$ cat src/include/cpu_config.svh
`ifndef CPU_CONFIG_SVH
`define CPU_CONFIG_SVH

// Data and address width, the core assumes 32
`define XLEN 32

// Data RAM depth in words, power of two
`define RAM_WORDS 256

// First fetch address after reset
`define RESET_PC 32'h0000_0000

`endif

$ cat src/design/cpu_pkg.sv
`include "cpu_config.svh"

package cpu_pkg;

    // RV32I major opcodes handled by the core
    typedef enum logic [6:0] {
        opc_op_imm = 7'b0010011,
        opc_op     = 7'b0110011,
        opc_lui    = 7'b0110111,
        opc_load   = 7'b0000011,
        opc_store  = 7'b0100011,
        opc_branch = 7'b1100011
    } opcode_t;

    typedef enum logic [2:0] {
        alu_add,
        alu_sub,
        alu_and,
        alu_or,
        alu_xor,
        alu_slt,
        alu_pass_b    // lui
    } alu_op_t;

    // Fetch to decode
    typedef struct packed {
        logic             valid;
        logic [`XLEN-1:0] pc;
        logic [`XLEN-1:0] instr;
    } if_de_t;

    // Decode to execute
    typedef struct packed {
        logic             valid;
        logic [`XLEN-1:0] pc;
        logic [`XLEN-1:0] imm;
        logic [`XLEN-1:0] rs1_value;
        logic [`XLEN-1:0] rs2_value;
        alu_op_t          alu_op;
        logic             alu_src_imm;
        logic             mem_read;
        logic             mem_write;
        logic             reg_write;
        logic [4:0]       rd;
        logic             branch;
        logic             branch_ne;   // bne when set, beq otherwise
    } de_ex_t;

    // Execute to memory
    typedef struct packed {
        logic             valid;
        logic [`XLEN-1:0] alu_result;
        logic [`XLEN-1:0] store_data;
        logic             mem_read;
        logic             mem_write;
        logic             reg_write;
        logic [4:0]       rd;
    } ex_mem_t;

    // Memory to writeback
    typedef struct packed {
        logic             valid;
        logic [`XLEN-1:0] alu_result;
        logic [`XLEN-1:0] load_data;
        logic             mem_to_reg;
        logic             reg_write;
        logic [4:0]       rd;
    } mem_wb_t;

    typedef struct packed {
        logic             taken;
        logic [`XLEN-1:0] target;
    } redirect_t;

    typedef struct packed {
        logic             enable;
        logic [4:0]       address;
        logic [`XLEN-1:0] value;
    } rb_write_t;

    typedef struct packed {
        logic             valid;
        logic [4:0]       rd;
        logic [`XLEN-1:0] value;
    } retire_t;

endpackage

$ cat src/design/writeback.sv
`timescale 1ns/1ps
`include "cpu_config.svh"

module writeback (
    input  logic               clock,
    input  logic               reset,
    input  logic               enable,
    input  cpu_pkg::mem_wb_t   mem_wb,
    output cpu_pkg::rb_write_t rb_write,
    output cpu_pkg::retire_t   retire,
    output logic [5:0]         led
);
    logic [`XLEN-1:0] result;
    logic             write;

    assign result = mem_wb.mem_to_reg ? mem_wb.load_data : mem_wb.alu_result;

    // No write while stalled so nothing retires twice
    assign write = enable && mem_wb.valid && mem_wb.reg_write && mem_wb.rd != 5'd0;

    assign rb_write.enable = write;
    assign rb_write.address = mem_wb.rd;
    assign rb_write.value = result;

    assign retire.valid = write;
    assign retire.rd = mem_wb.rd;
    assign retire.value = result;

    always_ff @(posedge clock) begin
        if (reset) begin
            led <= '0;
        end else if (write) begin
            led <= result[5:0];   // Last retired value
        end
    end

endmodule

$ cat config.mk
export PLATFORM = sky130hd
export DESIGN_NAME = writeback
export DESIGN_NICKNAME = d
export VERILOG_FILES = /design/src/design/cpu_pkg.sv /design/src/design/writeback.sv
export VERILOG_INCLUDE_DIRS = /design/src /design/src/include
export SDC_FILE = /design/constraint.sdc
export NUM_CORES = 1
export LEC_CHECK = 0
export ABC_AREA = 1
export BUFFER_PORTS_ARGS = -buffer_cell sky130_fd_sc_hd__buf_2
export CORE_UTILIZATION = 30
export CTS_BUF_LIST = sky130_fd_sc_hd__clkbuf_16
export DETAILED_ROUTE_END_ITERATION = 16
export GPL_TIMING_DRIVEN = 0
export PLACE_DENSITY = 0.83
export SLEW_MARGIN = 10
export SYNTH_ARGS = -nofsm -noshare
export SYNTH_HDL_FRONTEND = slang
export SYNTH_SLANG_ARGS = --single-unit
$ cat constraint.sdc
create_clock -name clock -period 1.3 [get_ports clock]
set_clock_uncertainty 0.2 [all_clocks]
set_input_delay 0.195 -clock clock [delete_from_list [all_inputs] [get_ports clock]]
set_output_delay 0.195 -clock clock [all_outputs]
set_load 0.01 [all_outputs]
[Word-level counts from Yosys, hierarchy flattened]
Index checks and enable logic that the tools add are counted.
Storage, ports and cells
  register bits after elaboration: 6
  input bits: 75
  output and inout bits: 82
  word-level logic and storage cells: 6
Cells by class
  mux-type cells: 1
  reduce and logical (&&, ||, !) cells: 4
Operator list (count)
  32-bit 2-to-1 mux: 1
  5-bit nonzero test: 1
  1-bit logical AND: 3

[Longest topological paths before layout]
  word-level depth: 3
  depth in mapped cells: 7
  gate-level depth less buffers: 6

[Worst setup path after synthesis]
No wires, ideal clock.
  path type: input -> output
  from: input port mem_wb[6] (netlist name)
  to: output port retire[10] (netlist name)
  arrival time: 853 ps
  data required time: 905 ps
  slack: 52 ps
  stages: 6
  buffers on the path: 3
  cell sequence: inv_2 -> buf_6 -> buf_2 -> nand2_1 -> nand2_1 -> buf_4
RTL lines
  start: declaration: RTL line writeback.sv:8  | input cpu_pkg::mem_wb_t mem_wb,
  end: declaration: RTL line writeback.sv:10  | output cpu_pkg::retire_t retire,

==> reports/summary.md <==
- **result of the run** complete, but fails checks
- **violations in the final reports** setup timing
- **normalized max-slew margin** 86.33%
- **setup slack at placement** -0.2745 ns
- **cts bufs inserted** 3
- **clock edge transition at the registers on the reported setup and hold paths** 0.03 ns
- **Vias** 1851
- **Total Die Area** 3843 um^2
- **final count of hold timing violations** 0
- **syn avg cell area** 5.216 um^2
- **instance count of the mapped netlist** 207
- **number of register bits inferred by synthesis** 6
- **required time at the endpoint of the critical path** 0.90 ns
- **wire length of the first global-routing pass** 7148 um
- **count of H-tree levels built during CTS** 1
- **maximum clock insertion buffer count** 2
- **Total Routed Length** 5666 um
- **count of routing violations after the opening detailed-route iteration** 31
- **maximum number of pins on one net before global-route repair** 10
- **Chip Height** 62.00 um
- **startpoint-to-endpoint class of the critical path** input port to output pin
- **area share of the largest cell type after synthesis** 36.15%
- **synthesis-to-finish area growth** 148.2%
- **GP Congestion** 0.8050
- **top register by number of flip-flops** led
- **Starting Density** 31.86%
- **total of hold buffers inserted after clock tree synthesis** 0
- **remaining routing DRC violations** 0
- **unrepaired setup endpoints after global routing** yes
- **part of the Yosys area used for sequential elements** 11.12%
- **worst flop-to-flop path endpoint** led[0]$_SDFFE_PP0P_
- **DRT Pass-1 Iters** 4
- **Synthesis Warnings** 0
- **clock latency reported for the late side of the worst-skew pair** 0.23 ns
- **antenna violations before repair** 0
- **biggest fanout along the worst timing path** 6
- **actual slew at the worst max-slew pin** 0.2049 ns
- **type of element capturing the critical path** output pin
- **post-place instance area** 1918 um^2
- **TritonCTS Sinks** 6
- **count of non-filler cells in the finished layout** 414
- **Mapped Nets** 282
- **routed wire length per instance** 13.69 um
- **die width** 62.00 um
- **Hold Crit Class** input port to register
- **Port-buffer cells** 156
- **logic depth of the worst register-to-register path** 2
- **via-per-instance ratio** 4.471
- **standard-cell row count** 21
- **area of the core** 3390 um^2
- **fmax** 0.7415 GHz
- **Reg-to-Reg Start** led[0]$_SDFFE_PP0P_
- **Max Transition Viols Final** 0
- **Largest register FFs** 6
- **cell types with the largest area share after synthesis** nand2_1, buf_4, dfxtp_1
- **final HPWL from detailed placement** 3397 um
- **vias in the first global route** 1652
- **Yosys top cell by area** nand2_1
- **max-cap violation count** 0
- **Antenna diodes** 0
- **net count reported at finish** 445
- **TritonCTS clock tree** built
- **time the final worst path needs with I/O delays and setup** 1.349 ns
- **Tcrit/Tclk final** 103.7%
- **area of the multi-input gates** 711.9 um^2
- **peak supply drop** 0.0007450 V
- **cell count after placement** 409
- **total congestion overflow after global routing** 0
- **worst hold path depth** 4
- **proportion of layout cells with a drive suffix above 1** 78.80%
- **Unique masters post-synth** 11
- **fill cell total of the finished layout** 263
- **final worst setup slack** -0.04870 ns
- **clock root cell** clkbuf_16
- **register-to-register path setup slack** 0.49 ns
- **Hold WS** 0.1079 ns
- **area taken by flip-flops and latches** 120.1 um^2
- **global-route usage over all layers** 25.70%
- **worst path arrival time** 0.95 ns
- **count of endpoints failing setup in the final report** 9
- **IO Count** 157
- **startpoint type of the worst setup path** input port
- **leakage component of the power** 0.001600 uW
- **synthesized area** 1080 um^2
- **Regs by FF count** led (6)
- **Post-Layout Inst Area** 2680 um^2
- **total power per unit cell area** 634.7 nW/um^2
- **remaining antenna violation count** 0
- **Hold Path Sink** led[2]$_SDFFE_PP0P_
- **hold path startpoint** reset
==> worst max-delay path by stage <==
stage,startpoint,end,slack (ns)
after floorplan,mem_wb[6],retire[10],0.05
after global placement,mem_wb[6],retire[28],-0.28
after detailed placement,mem_wb[6],retire[28],-0.27
after CTS,mem_wb[6],retire[20],-0.03
after global routing,mem_wb[1],retire[37],-0.07
final,mem_wb[6],retire[16],-0.05
==> power breakdown <==
group	switching (uW)	internal [uW]	total [uW]	leakage [uW]
sequential	5.00	195	200	0.0000491
clock	99.1	394	493	0.0000370
combinational	458	549	1010	0.00151
total	562	1140	1700	0.00160
==> worst max-delay path, stage by stage <==
cell and delay [ns]:
buf_12 0.09, inv_8 0.03, buf_8 0.13, buf_6 0.13, nand2_2 0.06, nand2_2 0.07
buf_4 0.14, buf_6 0.11
==> cell usage after synthesis (all sizes together) <==
library cell and number:
buf 52, dfxtp 6, nand2 104, inv 23, nor2 9, nand3 7, a21oi 6
==> per-layer routing <==
| metal | track usage, % | wire, um | up-vias |
|---|---|---|---|
| met5 | 0 | 0 | - |
| met4 | 15.24 | 221 | 0 |
| met3 | 4.348 | 462 | 23 |
| met2 | 51.52 | 3187 | 110 |
| met1 | 23.73 | 1795 | 828 |
| li1 | - | - | 890 |
==> kinds of logic after synthesis <==
kind of cell,count (synthesis),share of synthesized area [%]
AOI/OAI and AO/OA,6,2.781
buffers and inverters,75,43.10
DFF,6,11.12
and+or+nand+nor,120,42.99
==> stage by stage <==
stage / util, % / TNS (ns) / total power, uW
detailed placement: 56.59 / -9.451 / 913.3
global route: 79.07 / -0.7947 / 1788
global placement: 56.59 / -9.401 / 904.1
CTS: 73.16 / -0.1366 / 1587
finish: 79.07 / -0.2473 / 1701
floorplan: - / 0 / 598.5
==> what timing repair did <==
item | CTS | global route
gates cloned | 5 | 0
pin swaps | 43 | 17
setup buffers | 16 | 5
setup endpoints to repair | 52 | 39
gates resized for setup | 123 | 51
==> area by class of cell <==
class,instances,share of cell area [%]
sequential,6,4.482
multi-input combinational,126,26.56
tap,46,2.148
timing repair buffer,179,49.39
inverter,23,3.501
clock buffer,3,2.801
buffer,31,11.11
==> layout by cell type, fill, tap and decap left out, drive strengths merged <==
cell type / count
a21oi: 6
buf: 210
clkbuf: 3
dfxtp: 6
inv: 23
nand2: 104
nand3: 7
nor2: 9
Power figures use the tool's default switching activity.
