### src/include/cpu_config.svh
`ifndef CPU_CONFIG_SVH
`define CPU_CONFIG_SVH

// Data and address width, the core assumes 32
`define XLEN 32

// Data RAM depth in words, power of two
`define RAM_WORDS 256

// First fetch address after reset
`define RESET_PC 32'h0000_0000

`endif

### src/design/cpu_pkg.sv
`include "cpu_config.svh"

package cpu_pkg;

    // RV32I major opcodes handled by the core
    typedef enum logic [6:0] {
        opc_op_imm = 7'b0010011,
        opc_op     = 7'b0110011,
        opc_lui    = 7'b0110111,
        opc_load   = 7'b0000011,
        opc_store  = 7'b0100011,
        opc_branch = 7'b1100011
    } opcode_t;

    typedef enum logic [2:0] {
        alu_add,
        alu_sub,
        alu_and,
        alu_or,
        alu_xor,
        alu_slt,
        alu_pass_b    // lui
    } alu_op_t;

    // Fetch to decode
    typedef struct packed {
        logic             valid;
        logic [`XLEN-1:0] pc;
        logic [`XLEN-1:0] instr;
    } if_de_t;

    // Decode to execute
    typedef struct packed {
        logic             valid;
        logic [`XLEN-1:0] pc;
        logic [`XLEN-1:0] imm;
        logic [`XLEN-1:0] rs1_value;
        logic [`XLEN-1:0] rs2_value;
        alu_op_t          alu_op;
        logic             alu_src_imm;
        logic             mem_read;
        logic             mem_write;
        logic             reg_write;
        logic [4:0]       rd;
        logic             branch;
        logic             branch_ne;   // bne when set, beq otherwise
    } de_ex_t;

    // Execute to memory
    typedef struct packed {
        logic             valid;
        logic [`XLEN-1:0] alu_result;
        logic [`XLEN-1:0] store_data;
        logic             mem_read;
        logic             mem_write;
        logic             reg_write;
        logic [4:0]       rd;
    } ex_mem_t;

    // Memory to writeback
    typedef struct packed {
        logic             valid;
        logic [`XLEN-1:0] alu_result;
        logic [`XLEN-1:0] load_data;
        logic             mem_to_reg;
        logic             reg_write;
        logic [4:0]       rd;
    } mem_wb_t;

    typedef struct packed {
        logic             taken;
        logic [`XLEN-1:0] target;
    } redirect_t;

    typedef struct packed {
        logic             enable;
        logic [4:0]       address;
        logic [`XLEN-1:0] value;
    } rb_write_t;

    typedef struct packed {
        logic             valid;
        logic [4:0]       rd;
        logic [`XLEN-1:0] value;
    } retire_t;

endpackage

### src/design/decode.sv
`timescale 1ns/1ps
`include "cpu_config.svh"

module decode (
    input  logic               clock,
    input  logic               reset,
    input  logic               enable,
    input  cpu_pkg::if_de_t    if_de,
    input  cpu_pkg::redirect_t redirect,
    output logic [4:0]         rs1_address,
    output logic [4:0]         rs2_address,
    input  logic [`XLEN-1:0]   rs1_value,
    input  logic [`XLEN-1:0]   rs2_value,
    output cpu_pkg::de_ex_t    de_ex
);
    cpu_pkg::opcode_t  opcode;
    logic [2:0]        funct3;
    logic [6:0]        funct7;
    logic [`XLEN-1:0]  imm_i;
    logic [`XLEN-1:0]  imm_s;
    logic [`XLEN-1:0]  imm_b;
    logic [`XLEN-1:0]  imm_u;
    logic [`XLEN-1:0]  imm;
    cpu_pkg::alu_op_t  alu_op;
    logic              alu_src_imm;
    logic              mem_read;
    logic              mem_write;
    logic              reg_write;
    logic              branch;
    logic              branch_ne;

    assign opcode = cpu_pkg::opcode_t'(if_de.instr[6:0]);
    assign funct3 = if_de.instr[14:12];
    assign funct7 = if_de.instr[31:25];
    assign rs1_address = if_de.instr[19:15];
    assign rs2_address = if_de.instr[24:20];

    assign imm_i = {{20{if_de.instr[31]}}, if_de.instr[31:20]};
    assign imm_s = {{20{if_de.instr[31]}}, if_de.instr[31:25], if_de.instr[11:7]};
    assign imm_b = {{19{if_de.instr[31]}}, if_de.instr[31], if_de.instr[7],
                    if_de.instr[30:25], if_de.instr[11:8], 1'b0};
    assign imm_u = {if_de.instr[31:12], 12'h000};

    always_comb begin
        // Anything unrecognised falls through as a nop
        imm = imm_i;
        alu_op = cpu_pkg::alu_add;
        alu_src_imm = 1'b0;
        mem_read = 1'b0;
        mem_write = 1'b0;
        reg_write = 1'b0;
        branch = 1'b0;
        branch_ne = 1'b0;
        case (opcode)
            cpu_pkg::opc_op_imm: begin
                alu_src_imm = 1'b1;
                reg_write = (funct3 == 3'b000);   // addi only
            end
            cpu_pkg::opc_op: begin
                reg_write = 1'b1;
                case ({funct7, funct3})
                    {7'b0000000, 3'b000}: alu_op = cpu_pkg::alu_add;
                    {7'b0100000, 3'b000}: alu_op = cpu_pkg::alu_sub;
                    {7'b0000000, 3'b111}: alu_op = cpu_pkg::alu_and;
                    {7'b0000000, 3'b110}: alu_op = cpu_pkg::alu_or;
                    {7'b0000000, 3'b100}: alu_op = cpu_pkg::alu_xor;
                    {7'b0000000, 3'b010}: alu_op = cpu_pkg::alu_slt;
                    default: reg_write = 1'b0;
                endcase
            end
            cpu_pkg::opc_lui: begin
                imm = imm_u;
                alu_op = cpu_pkg::alu_pass_b;
                alu_src_imm = 1'b1;
                reg_write = 1'b1;
            end
            cpu_pkg::opc_load: begin
                alu_src_imm = 1'b1;
                mem_read = (funct3 == 3'b010);    // lw only
                reg_write = (funct3 == 3'b010);
            end
            cpu_pkg::opc_store: begin
                imm = imm_s;
                alu_src_imm = 1'b1;
                mem_write = (funct3 == 3'b010);   // sw only
            end
            cpu_pkg::opc_branch: begin
                imm = imm_b;
                branch = (funct3 == 3'b000) || (funct3 == 3'b001);
                branch_ne = (funct3 == 3'b001);
            end
            default: ;
        endcase
    end

    always_ff @(posedge clock) begin
        if (reset) begin
            de_ex.valid <= 1'b0;
        end else if (enable) begin
            de_ex.valid <= if_de.valid && !redirect.taken;
            de_ex.pc <= if_de.pc;
            de_ex.imm <= imm;
            de_ex.rs1_value <= rs1_value;
            de_ex.rs2_value <= rs2_value;
            de_ex.alu_op <= alu_op;
            de_ex.alu_src_imm <= alu_src_imm;
            de_ex.mem_read <= mem_read;
            de_ex.mem_write <= mem_write;
            de_ex.reg_write <= reg_write;
            de_ex.rd <= if_de.instr[11:7];
            de_ex.branch <= branch;
            de_ex.branch_ne <= branch_ne;
        end
    end

endmodule

### config.mk
export PLATFORM = sky130hd
export DESIGN_NAME = decode
export DESIGN_NICKNAME = d
export VERILOG_FILES = /design/src/design/cpu_pkg.sv /design/src/design/decode.sv
export VERILOG_INCLUDE_DIRS = /design/src /design/src/include
export SDC_FILE = /design/constraint.sdc
export NUM_CORES = 1
export LEC_CHECK = 0
export BUFFER_PORTS_ARGS = -buffer_cell sky130_fd_sc_hd__buf_4
export CAP_MARGIN = 30
export CORE_AREA = 2 2 125 127
export DETAILED_ROUTE_END_ITERATION = 7
export DIE_AREA = 0 0 127 129
export GPL_TIMING_DRIVEN = 0
export REMOVE_ABC_BUFFERS = 1
export SKIP_CTS_REPAIR_TIMING = 1
export SLEW_MARGIN = 15
export SYNTH_ARGS = -nofsm -noshare
export SYNTH_HDL_FRONTEND = slang
export SYNTH_SLANG_ARGS = --single-unit
### constraint.sdc
create_clock -name clock -period 12.3 [get_ports clock]
set_input_delay 1.845 -clock clock [delete_from_list [all_inputs] [get_ports clock]]
set_output_delay 1.845 -clock clock [all_outputs]
set_load 0.005 [all_outputs]
# Word-level counts from Yosys, hierarchy flattened

Index checks and enable logic that the tools add are counted.

Output and inout port bits: 153
Register bits after elaboration: 143
Input bits: 165
Logic and storage cells: 41

Mux-type cells: 6
Reductions and logical operators: 8
Equality and inequality tests: 13
Bitwise operators: 1

Operator list:

| cell                  | count |
|---|---|
| $pmux W31 S3          | 1 |
| $eq A10 B3 Y1 const B | 3 |
| $eq A7 B6 Y1 const B  | 3 |
| $pmux W3 S5           | 1 |
| $eq A10 B2 Y1 const B | 1 |
| $eq A10 B9 Y1 const B | 1 |
| $logic_not A10 Y1     | 1 |
| $eq A7 B2 Y1 const B  | 1 |
| $eq A7 B5 Y1 const B  | 1 |
| $eq A7 B7 Y1 const B  | 1 |
| $pmux W3 S2           | 1 |
| $reduce_or A6 Y1      | 1 |
| $pmux W1 S4           | 1 |
| $reduce_or A4 Y1      | 1 |
| $eq A3 B1 Y1 const B  | 1 |
| $eq A3 B2 Y1 const B  | 1 |
| $logic_not A3 Y1      | 1 |
| $mux W1               | 2 |
| $reduce_and A2 Y1     | 1 |
| $logic_and A1 B1 Y1   | 1 |
| $logic_not A1 Y1      | 1 |
| $logic_or A1 B1 Y1    | 1 |
| $not A1 Y1            | 1 |

# Depth between registers and ports, before layout

Word-level depth: 4
Mapped depth: 6
Mapped depth without buffers: 4

# Least setup slack after synthesis

No wires, ideal clock.

Path kind: in2reg
Start: input port reset
End: register de_ex[0] in the netlist's numbering, enable pin
Path slack: 3.493 ns
Arrival: 8.143 ns
Cell stages on the path: 1
Cells stage by stage: nor2b_1

Word-level cells in the longest chain between the ends: 2

RTL lines:

| what                        | RTL line     | text |
|---|---|---|
| from (decl)                 | decode.sv:6  | `input logic reset,` |
| $not A1 Y1 (no line)        | -            |  |
| $reduce_and A2 Y1 (no line) | -            |  |
| to (decl)                   | decode.sv:14 | `output cpu_pkg::de_ex_t de_ex` |

Every way passes these cells.
A chain may end at the register's enable or synchronous reset.

# Worst setup path after layout

Start: input port if_de[21] in the netlist's numbering
End: output port rs2_address[1]

RTL lines:

| what        | RTL line     | text |
|---|---|---|
| from (decl) | decode.sv:8  | `input cpu_pkg::if_de_t if_de,` |
| to (decl)   | decode.sv:11 | `output logic [4:0] rs2_address,` |

No word-level cell between the ends.

==> reports/results.md <==
| Item | Value |
|---|---|
| Clock Skews | 0 ns |
| Total Die Area | 0.01638 mm² |
| Relative contribution of the clock network to total power | 45.4% |
| Routed length per placed instance | 17.17 µm |
| Filler instances | 1237 |
| Portion of total power attributed to combinational logic | 9.0% |
| CTS buffer count | 17 |
| Post-route DRC | 0 |
| Number of sinks on the clock net | 143 |
| H-tree levels | 4 |
| Crit end category | primary output |
| Total routed wirelength | 12620 µm |
| Result of the run | complete, no violations |
| Later-pin clock latency in the skew report | 0.41 ns |
| Layout cells sized above 1 | 59.41% |
| Average size of a mapped cell | 20.37 µm² |
| Via count of the first global-routing pass | 3338 |
| N_diodes | 0 |
| Global placer's final weighted congestion | 0.7983 |
| Number of failing setup endpoints in the final timing report | 0 |
| Starting density of the core | 33.06% |
| Buffer type at the clock tree root | sky130_fd_sc_hd__clkbuf_16 |
| Startpoint Class | input pin |
| Unique masters post-synth | 32 |
| Count of warnings emitted by yosys | 0 |
| Iteration-0 DRC count of the detailed router | 224 |
| Average vias per placed instance | 4.439 |
| Y dimension of the die | 129 µm |
| First-pass GRT wire length | 18080 µm |
| Syn Inst Count | 243 |
| Final Core Density | 53.44% |
| Relative slew margins | 49.93% |
| Crit-path most repeated cell | sky130_fd_sc_hd__buf_4 |
| Critical path's largest stage delay | 0.13 ns |
| Area of the mapped netlist | 0.004951 mm² |
| Highest clock rate | 253.3 MHz |
| Clock tree from TritonCTS | built |
| GR met2 Demand/Resource | 25.90% |
| RSZ-0062 raised after global routing | no |
| Sum of negative setup slack | 0 ns |
| Total half-perimeter wirelength after legalization and detailed placement | 9441 µm |
| I/O pin count | 318 |
| Net switching power of the design | 0.2489 mW |
| Area growth from synthesis to layout | 61.66% |
| Slowest stage cell, crit path | sky130_fd_sc_hd__buf_4 |
| Power Total | 1.274 mW |
| Cell breakdown of the critical path | buf_4 > buf_4 |
| Worst Setup Path Type | in -> out |
| Largest vdd supply drop | 0.08284 mV |
| CP max FO | 3 |
| Biggest registers after layout | de_ex (143) |
| Setup slack after placement | 8.352 ns |
| Worst slew pin tran | 0.7494 ns |
| Busiest layer in global routing | met2 |
| Number of max-cap violations | 0 |
| Period Utilization, post-route | 32.09% |
| Gr ovfl total | 0 |
| Pin count of the biggest net entering global routing | 31 |
| CP Data Arrival Time | 2.10 ns |
| Count of buffer and inverter cells on the critical path | 2 |
| Required time worst endpoint | 10.45 ns |
| Antenna violations before repair | 0 |
| Total number of vias | 3263 |
| Total number of nets in the final design | 699 |
| Met3 global-route usage | 6.778% |
| Total leakage power | 3.376 nW |
| Power per standard cell area | 159.2 mW/mm² |
| Part of the total power dissipated in sequential elements | 45.6% |
| Register containing the most flip-flops in the final layout | de_ex |
| Maximum clock insertion buffer count | 2 |
| Final-report max-slew violation count | 0 |
| Sequential area share after synthesis | 86.53% |
| Switching part of the total | 19.54% |
| Number of flip-flops in the largest register | 143 |
| Kind of cell adding the most delay to the critical path | buffers and inverters |
| Overall global routing resource usage | 14.82% |
| Setup slack of the critical path after layout | 8.353 ns |
| Width of the chip | 127 µm |
| Met1 Track Usage GR | 16.24% |
| Final hold vios | 0 |
| CTS clock-pin slew for the worst setup and hold paths | 0.06 ns |
| Internal power consumption | 1.025 mW |
| Final Critical Period | 3.947 ns |
| Count of antenna-violating nets left after detailed routing | 0 |
| I/O Buffers | 285 |
| Core Box Area | 0.01498 mm² |
| Min-Delay Path Class | reg -> reg |
| Cell Rows | 45 |
| First drt pass iteration count | 4 |
| Number of flip-flops and latches in the synthesized netlist | 143 |
## kinds of logic after synthesis
| family | share of synthesized area (%) |
|---|---|
| xor+xnor | 0.5308 |
| simple gates | 5.560 |
| compound gates | 4.271 |
| flops | 86.53 |
| buf+inv | 2.805 |
| mux | 0.3032 |
## power groups by stage
stage,sequential [mW],combinational (mW),clock (mW)
final,0.581,0.115,0.578
after global routing,0.584,0.124,0.610
after CTS,0.582,0.117,0.590
after detailed placement,0.592,0.117,0
after global placement,0.597,0.111,0
after floorplan,0.599,0.0149,0
## final cells by class
cell class	instances	area [µm²]	area share, %
clock buffer	18	429.2	5.362
multi-input combinational	78	535.5	6.691
sequential	143	4284	53.53
tap	188	235.2	2.939
clock inverter	14	239.0	2.986
timing repair buffer	291	2270	28.36
inverter	3	11.26	0.1407
## placed cells by master, fill, tap and decap left out, types with 2 or more instances in the layout
| cell type | instances |
|---|---|
| sky130_fd_sc_hd__bufinv_16 | 6 |
| sky130_fd_sc_hd__buf_4 | 285 |
| sky130_fd_sc_hd__nor3_1 | 5 |
| sky130_fd_sc_hd__clkbuf_16 | 17 |
| sky130_fd_sc_hd__a21o_1 | 19 |
| sky130_fd_sc_hd__nor2b_4 | 2 |
| sky130_fd_sc_hd__clkinv_4 | 4 |
| sky130_fd_sc_hd__edfxtp_1 | 142 |
| sky130_fd_sc_hd__xnor2_1 | 2 |
| sky130_fd_sc_hd__nand2_1 | 12 |
| sky130_fd_sc_hd__nand3b_1 | 2 |
| sky130_fd_sc_hd__nor2_1 | 5 |
| sky130_fd_sc_hd__and4_1 | 2 |
| sky130_fd_sc_hd__inv_1 | 3 |
| sky130_fd_sc_hd__buf_12 | 3 |
| sky130_fd_sc_hd__nand4_1 | 2 |
| sky130_fd_sc_hd__nor2b_1 | 7 |
| sky130_fd_sc_hd__buf_16 | 2 |
| sky130_fd_sc_hd__clkinv_1 | 2 |
| sky130_fd_sc_hd__a21oi_1 | 3 |
| sky130_fd_sc_hd__o21ai_0 | 4 |
## metal layers
| layer | part of all wire (%) | wire (µm) | up-vias |
|---|---|---|---|
| met3 | 9.8 | 1233 | 7 |
| met5 | 0 | 0 | - |
| met1 | 36 | 4587 | 1571 |
| met4 | 0.82 | 104 | 0 |
| li1 | - | - | 1516 |
| met2 | 53 | 6698 | 169 |
## stage by stage
stage	hold slack, ns	std cells	cell area, µm²
5_1_grt	0.5130	735	8004
2_1_floorplan	0.4553	224	4823
3_5_place_dp	0.4767	703	7336
4_1_cts	0.4862	735	8004
6_report	0.4826	735	8004
3_3_place_gp	0.4604	697	7198
## cells in the mapped netlist, drive strengths merged
cell type | count | area (µm²)
a21o | 19 | 142.6
a21oi | 3 | 15.01
a41o | 1 | 10.01
and4 | 2 | 17.52
and4bb | 1 | 12.51
buf | 16 | 116.4
clkbuf | 3 | 11.26
dfxtp | 1 | 20.02
edfxtp | 142 | 4264
inv | 3 | 11.26
mux2 | 1 | 15.01
nand2 | 12 | 45.04
nand2b | 1 | 6.260
nand3b | 3 | 35.03
nand4 | 2 | 12.51
nor2 | 5 | 18.77
nor2b | 9 | 63.81
nor3 | 5 | 25.02
nor4 | 1 | 6.260
nor4b | 1 | 15.01
o211ai | 1 | 7.510
o21ai | 4 | 20.02
o31ai | 1 | 7.510
o32ai | 1 | 8.760
or4 | 1 | 7.510
or4b | 1 | 10.01
xnor2 | 2 | 17.52
xor2 | 1 | 8.760
## final timing paths
kind	from	to	slack, ns	cells after the start
max	if_de[21]	rs2_address[1]	8.35	2
min	de_ex[142]	de_ex[142]	0.48	2
max reg2reg	de_ex[142]	de_ex[142]	11.71	2
min reg2reg	de_ex[142]	de_ex[142]	0.48	2
Note: power is estimated with default switching activity, not from simulation.
