===== src/include/cpu_config.svh =====
`ifndef CPU_CONFIG_SVH
`define CPU_CONFIG_SVH

// Data and address width, the core assumes 32
`define XLEN 32

// Data RAM depth in words, power of two
`define RAM_WORDS 256

// First fetch address after reset
`define RESET_PC 32'h0000_0000

`endif


===== src/design/cpu_pkg.sv =====
`include "cpu_config.svh"

package cpu_pkg;

    // RV32I major opcodes handled by the core
    typedef enum logic [6:0] {
        opc_op_imm = 7'b0010011,
        opc_op     = 7'b0110011,
        opc_lui    = 7'b0110111,
        opc_load   = 7'b0000011,
        opc_store  = 7'b0100011,
        opc_branch = 7'b1100011
    } opcode_t;

    typedef enum logic [2:0] {
        alu_add,
        alu_sub,
        alu_and,
        alu_or,
        alu_xor,
        alu_slt,
        alu_pass_b    // lui
    } alu_op_t;

    // Fetch to decode
    typedef struct packed {
        logic             valid;
        logic [`XLEN-1:0] pc;
        logic [`XLEN-1:0] instr;
    } if_de_t;

    // Decode to execute
    typedef struct packed {
        logic             valid;
        logic [`XLEN-1:0] pc;
        logic [`XLEN-1:0] imm;
        logic [`XLEN-1:0] rs1_value;
        logic [`XLEN-1:0] rs2_value;
        alu_op_t          alu_op;
        logic             alu_src_imm;
        logic             mem_read;
        logic             mem_write;
        logic             reg_write;
        logic [4:0]       rd;
        logic             branch;
        logic             branch_ne;   // bne when set, beq otherwise
    } de_ex_t;

    // Execute to memory
    typedef struct packed {
        logic             valid;
        logic [`XLEN-1:0] alu_result;
        logic [`XLEN-1:0] store_data;
        logic             mem_read;
        logic             mem_write;
        logic             reg_write;
        logic [4:0]       rd;
    } ex_mem_t;

    // Memory to writeback
    typedef struct packed {
        logic             valid;
        logic [`XLEN-1:0] alu_result;
        logic [`XLEN-1:0] load_data;
        logic             mem_to_reg;
        logic             reg_write;
        logic [4:0]       rd;
    } mem_wb_t;

    typedef struct packed {
        logic             taken;
        logic [`XLEN-1:0] target;
    } redirect_t;

    typedef struct packed {
        logic             enable;
        logic [4:0]       address;
        logic [`XLEN-1:0] value;
    } rb_write_t;

    typedef struct packed {
        logic             valid;
        logic [4:0]       rd;
        logic [`XLEN-1:0] value;
    } retire_t;

endpackage


===== src/design/fetch.sv =====
`timescale 1ns/1ps
`include "cpu_config.svh"

module fetch (
    input  logic               clock,
    input  logic               reset,
    input  logic               enable,
    input  cpu_pkg::redirect_t redirect,
    input  logic [`XLEN-1:0]   rom_data,
    output logic [`XLEN-1:0]   rom_address,
    output cpu_pkg::if_de_t    if_de
);
    logic [`XLEN-1:0] pc;

    assign rom_address = pc;

    always_ff @(posedge clock) begin
        if (reset) begin
            pc <= `RESET_PC;
            if_de.valid <= 1'b0;
        end else if (enable) begin
            // Taken branch in execute wins over sequential fetch
            pc <= redirect.taken ? redirect.target : pc + `XLEN'(4);
            if_de.valid <= !redirect.taken;   // Squash the word fetched this cycle
            if_de.pc <= pc;
            if_de.instr <= rom_data;
        end
    end

    // Branch targets from execute must keep the PC word-aligned
    assert property (@(posedge clock) disable iff (reset)
        rom_address[1:0] == 2'b00)
        else $error("fetch: misaligned rom_address %h", rom_address);

endmodule


===== config.mk =====
export PLATFORM = sky130hd
export DESIGN_NAME = fetch
export DESIGN_NICKNAME = d
export VERILOG_FILES = /design/src/design/cpu_pkg.sv /design/src/design/fetch.sv
export VERILOG_INCLUDE_DIRS = /design/src /design/src/include
export SDC_FILE = /design/constraint.sdc
export NUM_CORES = 1
export LEC_CHECK = 0
export ABC_AREA = 0
export BUFFER_PORTS_ARGS = -buffer_cell sky130_fd_sc_hd__buf_2
export CAP_MARGIN = 20
export CORE_ASPECT_RATIO = 2
export CORE_MARGIN = 5
export CORE_UTILIZATION = 50
export CTS_BUF_LIST = sky130_fd_sc_hd__clkbuf_2
export CTS_CLUSTER_SIZE = 14
export DETAILED_ROUTE_END_ITERATION = 7
export PLACE_DENSITY = 0.94
export SYNTH_ARGS = -nofsm -noshare
export SYNTH_HDL_FRONTEND = slang
export SYNTH_SLANG_ARGS = --single-unit

===== constraint.sdc =====
create_clock -name clock -period 3.02 [get_ports clock]
set_input_delay 0.302 -clock clock [delete_from_list [all_inputs] [get_ports clock]]
set_output_delay 0.302 -clock clock [all_outputs]
set_load 0.05 [all_outputs]

# Word-level counts from Yosys, hierarchy flattened
# Index checks and enable logic that the tools add are counted.
# totals
register_bits	97
input_bits	68
output_inout_bits	97
elab_cells	9
# classes
addsub	1
muxes	1
bitwise	1
n_reduce_logical	2
# ops
operator	count
32-bit by 3-bit adder with 32-bit output (second input constant)	1
32-bit 2-to-1 mux	1
2-bit AND reduction	1
1-bit logical NOT	1
1-bit NOT	1

# Depth between registers and ports, before layout
# Gate-level depths: netlist of run 1.
# depth
word_depth	2
mapped_depth	6
depth_no_buf	5

# Least setup slack after synthesis of run 1
# Ideal clock, no wire load.
# synth_timing
path_type	reg-to-reg
start	register pc[2] (netlist: rom_address[2])
end	register pc[20] (netlist: rom_address[20])
setup_time_ns	0.074
arrival_time_ns	2.345
required_ns	2.946
slack_ns	0.601
path_stages_with_launch	7
n_path_buf	1
period_less_slack_ns	2.419
path_cell_list	dfxtp_1 > ha_1 > nand4_2 > or3_1 > buf_2 > or4_1 > a31oi_1
# synth_via
elab_chain_cells	2
# synth_lines
item	line_no	source
start: declaration	fetch.sv:13	logic [`XLEN-1:0] pc;
start signal: assignment	fetch.sv:19	pc <= `RESET_PC;
start signal: assignment	fetch.sv:23	pc <= redirect.taken ? redirect.target : pc + `XLEN'(4);
32-bit by 3-bit adder with 32-bit output	fetch.sv:23	
32-bit 2-to-1 mux	fetch.sv:23	
# Every way passes these cells.
# A chain may end at the register's enable or synchronous reset.

# Final worst setup path of run 1
# layout_timing
start	register pc[2] (netlist: rom_address[2])
end	register pc[18] (netlist: rom_address[18])
# Same word-level chain as after synthesis.

==> summary.md, run 1 <==
| Metric | Value |
|---|---|
| DPL Wire Length | 8.91 mm |
| CTS sink count | 97 |
| Distinct cell type count after synthesis | 53 |
| Area contributors post-synth | edfxtp_1 (47%), dfxtp_1 (16%), nand2_1 (3.0%), nand4_1 (2.3%), a21oi_1 (1.8%) |
| Async S/R FF share, synth | 0% |
| Final Slew Violations | 0 |
| Hold path depth | 3 |
| Routability cong. | 0.920 |
| First-pass GRT wire length | 19.2 mm |
| Required @ worst endpoint | 3.53 ns |
| CP max FO | 9 |
| Worst-skew pair later-pin latency | 0.58 ns |
| Final setup viols | 0 |
| Vias in the first global route | 3865 |
| Share of layout cells above drive strength 1 | 34.4% |
| CP arrival | 2.86 ns |
| Clock slew at reported path FFs | 0.25 ns |
| DIE AREA | 0.0101 mm² |
| Synthesized Nets | 418 |
| Hold_sp | redirect[27] |
| Fin crit share | 77.6% |
| Adder-cell share of the synthesized area | 0.308% |
| Inst Count DP | 588 |
| DRT Pass-1 Iters | 8 |
| Post-synthesis mux area share | 1.29% |
| Minimum clock period | 2.34 ns |
| WS Path Type | register to register |
| Simple-gate share of the synthesized area | 15.4% |
| Nets | 610 |
| Dpl ws | 0.754 ns |
| H-tree level count | 3 |
| Pwr Density | 488 mW/mm² |
| Hold Path Class | primary input to register |
| Hold WS | 0.0341 ns |
| Status | finished with violations |
| Commonest non-fill, non-tap cell in the layout | buf_2 |
| XOR/XNOR Fraction of Synth Area | 0.215% |
| TritonCTS clock tree | done |
| IO Port Bufs | 164 |
| Post-synth top area cell | edfxtp_1 |
| Via count | 3923 |
| Core area | 0.00794 mm² |
| Largest family of logic cells by synthesized area | compound AO/OA/AOI/OAI gates |
| GRT Resource Usage Total | 25.4% |
| Non-Filler Instances | 643 |
| Worst rel slew slack | 41.1% |
| Remaining Overflow, GRT | 0 |
| Largest net degree at the start of global routing | 36 |
| Slew @ Worst Pin | 0.882 ns |
| Detail Route Antenna Nets | 0 |
| R2R cell count | 5 |
| Post-Syn Area | 0.00407 mm² |
| Yosys top cell area share | 47.3% |
| Vias per std cell | 6.10 |
| Compound-cell area share of the yosys netlist | 16.3% |
| Post-synthesis sequential area ratio | 63.5% |
| Post-synth EDFFs | 64 |
| Final Cell Area | 0.00542 mm² |
| DR iter-0 viols | 611 |
| RSZ-0062 raised after global routing | false |
| Commonest cells after routing, fill and taps aside | buf_2 (164), edfxtp_1 (64), dlygate4sd3_1 (38) |
| Max Cap Viol | 0 |
| Final Hold Viols | 0 |
| Hold path endpoint | rom_address[27]$_SDFFE_PP0P_ |
| R2R Path Start | rom_address[2]$_SDFFE_PP0P_ |
| DRC viols | 2 |
| Leak Pwr | 2.20 nW |
| Max clock buf depth | 2 |
| Cells after Synth | 349 |
| WL final | 12.9 mm |
| Initial antenna violation count | 1 |
| Crit. End Element | register |
| Total CTS buffers | 9 |
| Final clock skew | 0.0264 ns |
| Peak VDD IR | 0.180 mV |
| Violated checks | DRC |
| Die Wd | 73.8 µm |
| Max Fclk | 426 MHz |
| Reg-to-Reg End | rom_address[18]$_SDFFE_PP0P_ |
| Layout Area Growth over Synthesis | 33.2% |
| Root buffer cell | clkbuf_2 |
| Startpoint types | register |
| Yosys warnings | 0 |
| Placement Rows | 46 |
| Worst R2R Setup Slack | 0.68 ns |
| Main synth FF type | edfxtp_1 |
| Initial Util | 51.2% |
| Mapped Avg Cell Area | 11.6 µm² |
| DR WL/cell | 20.1 µm |
| Placed inst area | 0.00495 mm² |
| Number of synthesized register bits | 97 |
| DIE HEIGHT | 138 µm |
| Fin worst setup slack | 0.675 ns |
| Top Ports | 165 |
| Setup TNS | 0 ns |
synthesized netlist by cell type (2+ instances only):
cell type   n
edfxtp_1   64
dfxtp_1    33
nand2_1    33
clkbuf_1   20
nor2_1     20
a21oi_1    15
nand4_1    15
nand3_1    11
a22oi_1    10
a31oi_1    10
nor4_1     10
o21ai_0     9
nor3_1      8
and3_1      7
inv_1       7
o211ai_1    6
o31ai_1     6
a211oi_1    5
a32o_1      4
a21o_1      3
a22o_1      3
a32oi_1     3
a41oi_1     3
and2_1      3
mux2i_1     3
nand2b_1    3
o221ai_1    3
and4_1      2
buf_1       2
buf_2       2
mux2_2      2
nor2b_1     2
or4_1       2
worst max path at each step:
stage                                     start  cells past startpoint                           end
finish              rom_address[2]$_SDFFE_PP0P_                      5  rom_address[18]$_SDFFE_PP0P_
global route        rom_address[2]$_SDFFE_PP0P_                      5  rom_address[14]$_SDFFE_PP0P_
CTS                 rom_address[2]$_SDFFE_PP0P_                      5  rom_address[18]$_SDFFE_PP0P_
detailed placement                        reset                      5           if_de[61]$_DFFE_PP_
global placement                          reset                      5           if_de[61]$_DFFE_PP_
floorplan           rom_address[2]$_SDFFE_PP0P_                      6  rom_address[20]$_SDFFE_PP0P_
power by group:
group | internal, mW | leakage, nW | switching, mW
Sequential | 1.50 | 0.883 | 0.0684
Clock | 0.107 | 0.0572 | 0.414
Combinational | 0.158 | 1.26 | 0.401
metrics by stage:
stage	power [mW]	util, %
2_1_floorplan	1.94	-
3_3_place_gp	2.09	62.3
3_5_place_dp	2.11	62.3
4_1_cts	2.64	68.1
5_1_grt	2.74	68.2
6_report	2.64	68.2
sequential cells by signal (all words and copies together), names as in the netlist:
| register | flops |
|---|---|
| rom_address | 32 |
| if_de | 65 |
worst max-delay path, stage by stage, from the launching register on:
cell and delay [ns]:
dfxtp_1 0.55, ha_1 0.34, nand4_2 0.18, or3_1 0.54, or4_1 0.51, a31oi_1 0.17
layer usage:
| metal | track usage [%] | part of all wire [%] | vias up |
|---|---|---|---|
| li1 | - | - | 1766 |
| met1 | 25.4 | 31 | 1808 |
| met2 | 45.4 | 54 | 284 |
| met3 | 5.70 | 9.4 | 65 |
| met4 | 16.6 | 5.6 | 0 |
| met5 | 0 | 0 | - |
logic make-up after synthesis:
group / count (synthesis)
AO/OA/AOI/OAI: 92
XOR/XNOR: 1
adder cells (fa/ha/maj): 1
buffers and inverters: 32
flip-flops: 97
multiplexers: 5
AND/OR/NAND/NOR: 121
final cells by class:
cell class                 instances  area, µm²
antenna                            1       2.50
tap                               96        120
timing repair buffer             205       1240
multi-input combinational        220       1360
clock inverter                     6       33.8
inverter                           8       30.0
sequential                        97       2580
clock buffer                      10       50.0
fill                             578       2530
what timing repair did:
item / 4_1_cts / 5_1_grt
hold endpoints to repair: 38 / 0
buffers inserted: 0 / 0
gates resized for setup: 0 / 0
hold buffers: 38 / 0
(Power assumes the default switching activity.)
==> run 2, diff against run 1 <==
--- a/config.mk
+++ b/config.mk
@@ -11,11 +11,11 @@
 export CAP_MARGIN = 20
 export CORE_ASPECT_RATIO = 2
 export CORE_MARGIN = 5
-export CORE_UTILIZATION = 50
+export CORE_UTILIZATION = 45
 export CTS_BUF_LIST = sky130_fd_sc_hd__clkbuf_2
 export CTS_CLUSTER_SIZE = 14
 export DETAILED_ROUTE_END_ITERATION = 7
-export PLACE_DENSITY = 0.94
+export PLACE_DENSITY = 0.9
 export SYNTH_ARGS = -nofsm -noshare
 export SYNTH_HDL_FRONTEND = slang
 export SYNTH_SLANG_ARGS = --single-unit
==> constraint.sdc (replaced) <==
create_clock -name clock -period 2 [get_ports clock]
set_input_delay 0.2 -clock clock [delete_from_list [all_inputs] [get_ports clock]]
set_output_delay 0.2 -clock clock [all_outputs]
set_load 0.05 [all_outputs]
==> summary.md, run 2 (same netlist as run 1, synthesis figures left out) <==
| Metric | Value |
|---|---|
| DR iter-0 viols | 346 (-43%) |
| Root buffer cell | clkbuf_2 |
| Max clock buf depth | 2 (unchanged) |
| Delay-heaviest family, CP | simple AND/OR/NAND/NOR gates |
| DRT Pass-1 Iters | 5 (-3) |
| H-tree level count | 3 (unchanged) |
| DRC viols | 0 (-2) |
| Final Slew Violations | 0 (unchanged) |
| Core area | 0.00889 mm² (+12%) |
| Largest reg by FF count | if_de |
| RSZ-0062 raised after global routing | false |
| Critical path, cell by cell | ha_4 -> nand4_2 -> or3_1 -> or4_1 -> a31oi_1 |
| Fin crit share | 97.3% (+20 points) |
| First-pass GRT wire length | 20.7 mm (+7.8%) |
| Power Total | 4.17 mW (+58%) |
| DIE HEIGHT | 144 µm (+5.0%) |
| Layout Area Growth over Synthesis | 45.4% |
| DR WL/cell | 19.5 µm (-2.7%) |
| Status | completed |
| WS Path Type | register to register |
| Final Hold Viols | 0 (unchanged) |
| Max Fclk | 514 MHz (+21%) |
| DPL Wire Length | 8.96 mm (+0.63%) |
| CTS sink count | 97 (unchanged) |
| TritonCTS clock tree | done |
| Clk network pwr share | 21.6% (+1.9 points) |
| Die Wd | 77.2 µm (+4.7%) |
| Buf/Inv on CP | 0 (unchanged) |
| Nets | 657 (+7.7%) |
| Final clock skew | 0.0352 ns (+0.00882 ns) |
| Worst-skew pair later-pin latency | 0.60 ns (+0.02 ns) |
| GRT Resource Usage Total | 23.8% (-1.6 points) |
| Remaining Overflow, GRT | 0 (unchanged) |
| Sw power | 1.43 mW (+62%) |
| Pwr Density | 705 mW/mm² (+44%) |
| Worst rel slew slack | 71.0% (+30 points) |
| Combinational share of power | 22.1% (+1.0 points) |
| Total CTS buffers | 9 (unchanged) |
| WL final | 13.6 mm (+5.3%) |
| CP arrival | 2.48 ns (-0.38 ns) |
| Peak VDD IR | 0.340 mV (+90%) |
| Initial Util | 45.7% (-5.5 points) |
| Initial antenna violation count | 1 (unchanged) |
| Commonest cells after routing, fill and taps aside | buf_2 (164), edfxtp_1 (64), dlygate4sd3_1 (62) |
| Hold Path Class | primary input to register |
| DIE AREA | 0.0111 mm² (+9.9%) |
| Sequential power share | 56.4% (-2.8 points) |
| IO Port Bufs | 164 (unchanged) |
| Pint | 2.74 mW (+55%) |
| Routability cong. | 0.906 (-1.5%) |
| Startpoint types | register |
| Crit. End Element | register |
| Max FFs per register | 65 (unchanged) |
| Placement Rows | 49 (+6.5%) |
| Setup TNS | 0 ns (unchanged) |
| Leak Pwr | 2.44 nW (+11%) |
| Filler cells | 638 (+10%) |
| Max Cap Viol | 0 (unchanged) |
| CP max FO | 8 (-1) |
| Area of the multi-input gates | 0.00139 mm² (+2.0%) |
| Slew @ Worst Pin | 0.434 ns (-0.448 ns) |
| Vias in the first global route | 3950 (+2.2%) |
| Via count | 3998 (+1.9%) |
| Crit path largest cell delay | 0.50 ns (-0.05 ns) |
| Required @ worst endpoint | 2.53 ns (-1.00 ns) |
| Clock slew at reported path FFs | 0.30 ns (+0.05 ns) |
| Final setup viols | 0 (unchanged) |
| Detail Route Antenna Nets | 0 (unchanged) |
| Commonest non-fill, non-tap cell in the layout | buf_2 |
| Slowest CP cell | or4_1 |
| Register area | 0.00261 mm² (+0.87%) |
| Switching share of power | 34.4% (+0.94 points) |
| Largest net degree at the start of global routing | 62 (+72%) |
| Minimum clock period | 1.95 ns (-0.399 ns) |
| Share of layout cells above drive strength 1 | 38.3% (+3.8 points) |
| Top Ports | 165 (unchanged) |
| Vias per std cell | 5.74 (-5.8%) |
## run 2: timing repair
item | CTS | global route
hold buffers | 62 | 0
endpoints found under the setup margin | 0 | 1
resized for setup | 0 | 1
endpoints found under the hold margin | 61 | 0
buffers inserted | 0 | 1
## run 2: worst paths after layout
kind	end	slack [ns]	startpoint	depth (start not counted)
setup / recovery	rom_address[18]$_SDFFE_PP0P_	0.05	rom_address[3]$_SDFFE_PP0P_	5
hold reg to reg	rom_address[0]$_SDFFE_PP0P_	0.50	rom_address[0]$_SDFFE_PP0P_	2
hold / removal	rom_address[14]$_SDFFE_PP0P_	0.03	enable	3
setup reg to reg	rom_address[18]$_SDFFE_PP0P_	0.05	rom_address[3]$_SDFFE_PP0P_	5
## run 2: stage by stage
stage / worst slack, ns / util, % / hold WS [ns] / cells / area (µm²)
2_1_floorplan: 0.00650 / - / 0.299 / 349 / 4110
3_3_place_gp: 0.132 / 58.1 / 0.377 / 616 / 5170
3_5_place_dp: 0.0914 / 58.1 / 0.378 / 616 / 5170
4_1_cts: 0.0418 / 66.3 / 0.0117 / 694 / 5890
5_1_grt: 0.0100 / 66.5 / 0.0402 / 696 / 5910
6_report: 0.0546 / 66.5 / 0.0329 / 696 / 5910
## run 2: routing by layer
layer	global-route usage (%)	wire length [µm]	up-vias	share of wire [%]
li1	-	-	1850	-
met1	26.5	4920	1892	36
met2	43.2	7250	204	53
met3	4.49	861	52	6.3
met4	10.8	555	0	4.1
met5	0	0	-	0
## run 2: area by class of cell
class                           count  share of cell area, %
Antenna cell                        1                 0.0423
Clock buffer                        9                  0.762
Clock inverter                      7                  0.995
Inverter                            8                  0.572
Multi-Input combinational cell    220                   23.5
Sequential cell                    97                   44.1
Tap cell                          102                   2.16
Timing Repair Buffer              252                   27.9
## run 2: power groups by stage
stage	sequential, mW	combinational [mW]	clock (mW)
floorplan	2.77	0.173	0
global placement	2.38	0.800	0
detailed placement	2.39	0.808	0
CTS	2.35	0.905	0.911
global route	2.37	0.962	1.00
finish	2.35	0.919	0.898
## run 2: worst min-delay path, cell delays in order
cell     delay [ns]
buf_2          0.17
o21ai_0        0.10
a32o_1         0.16
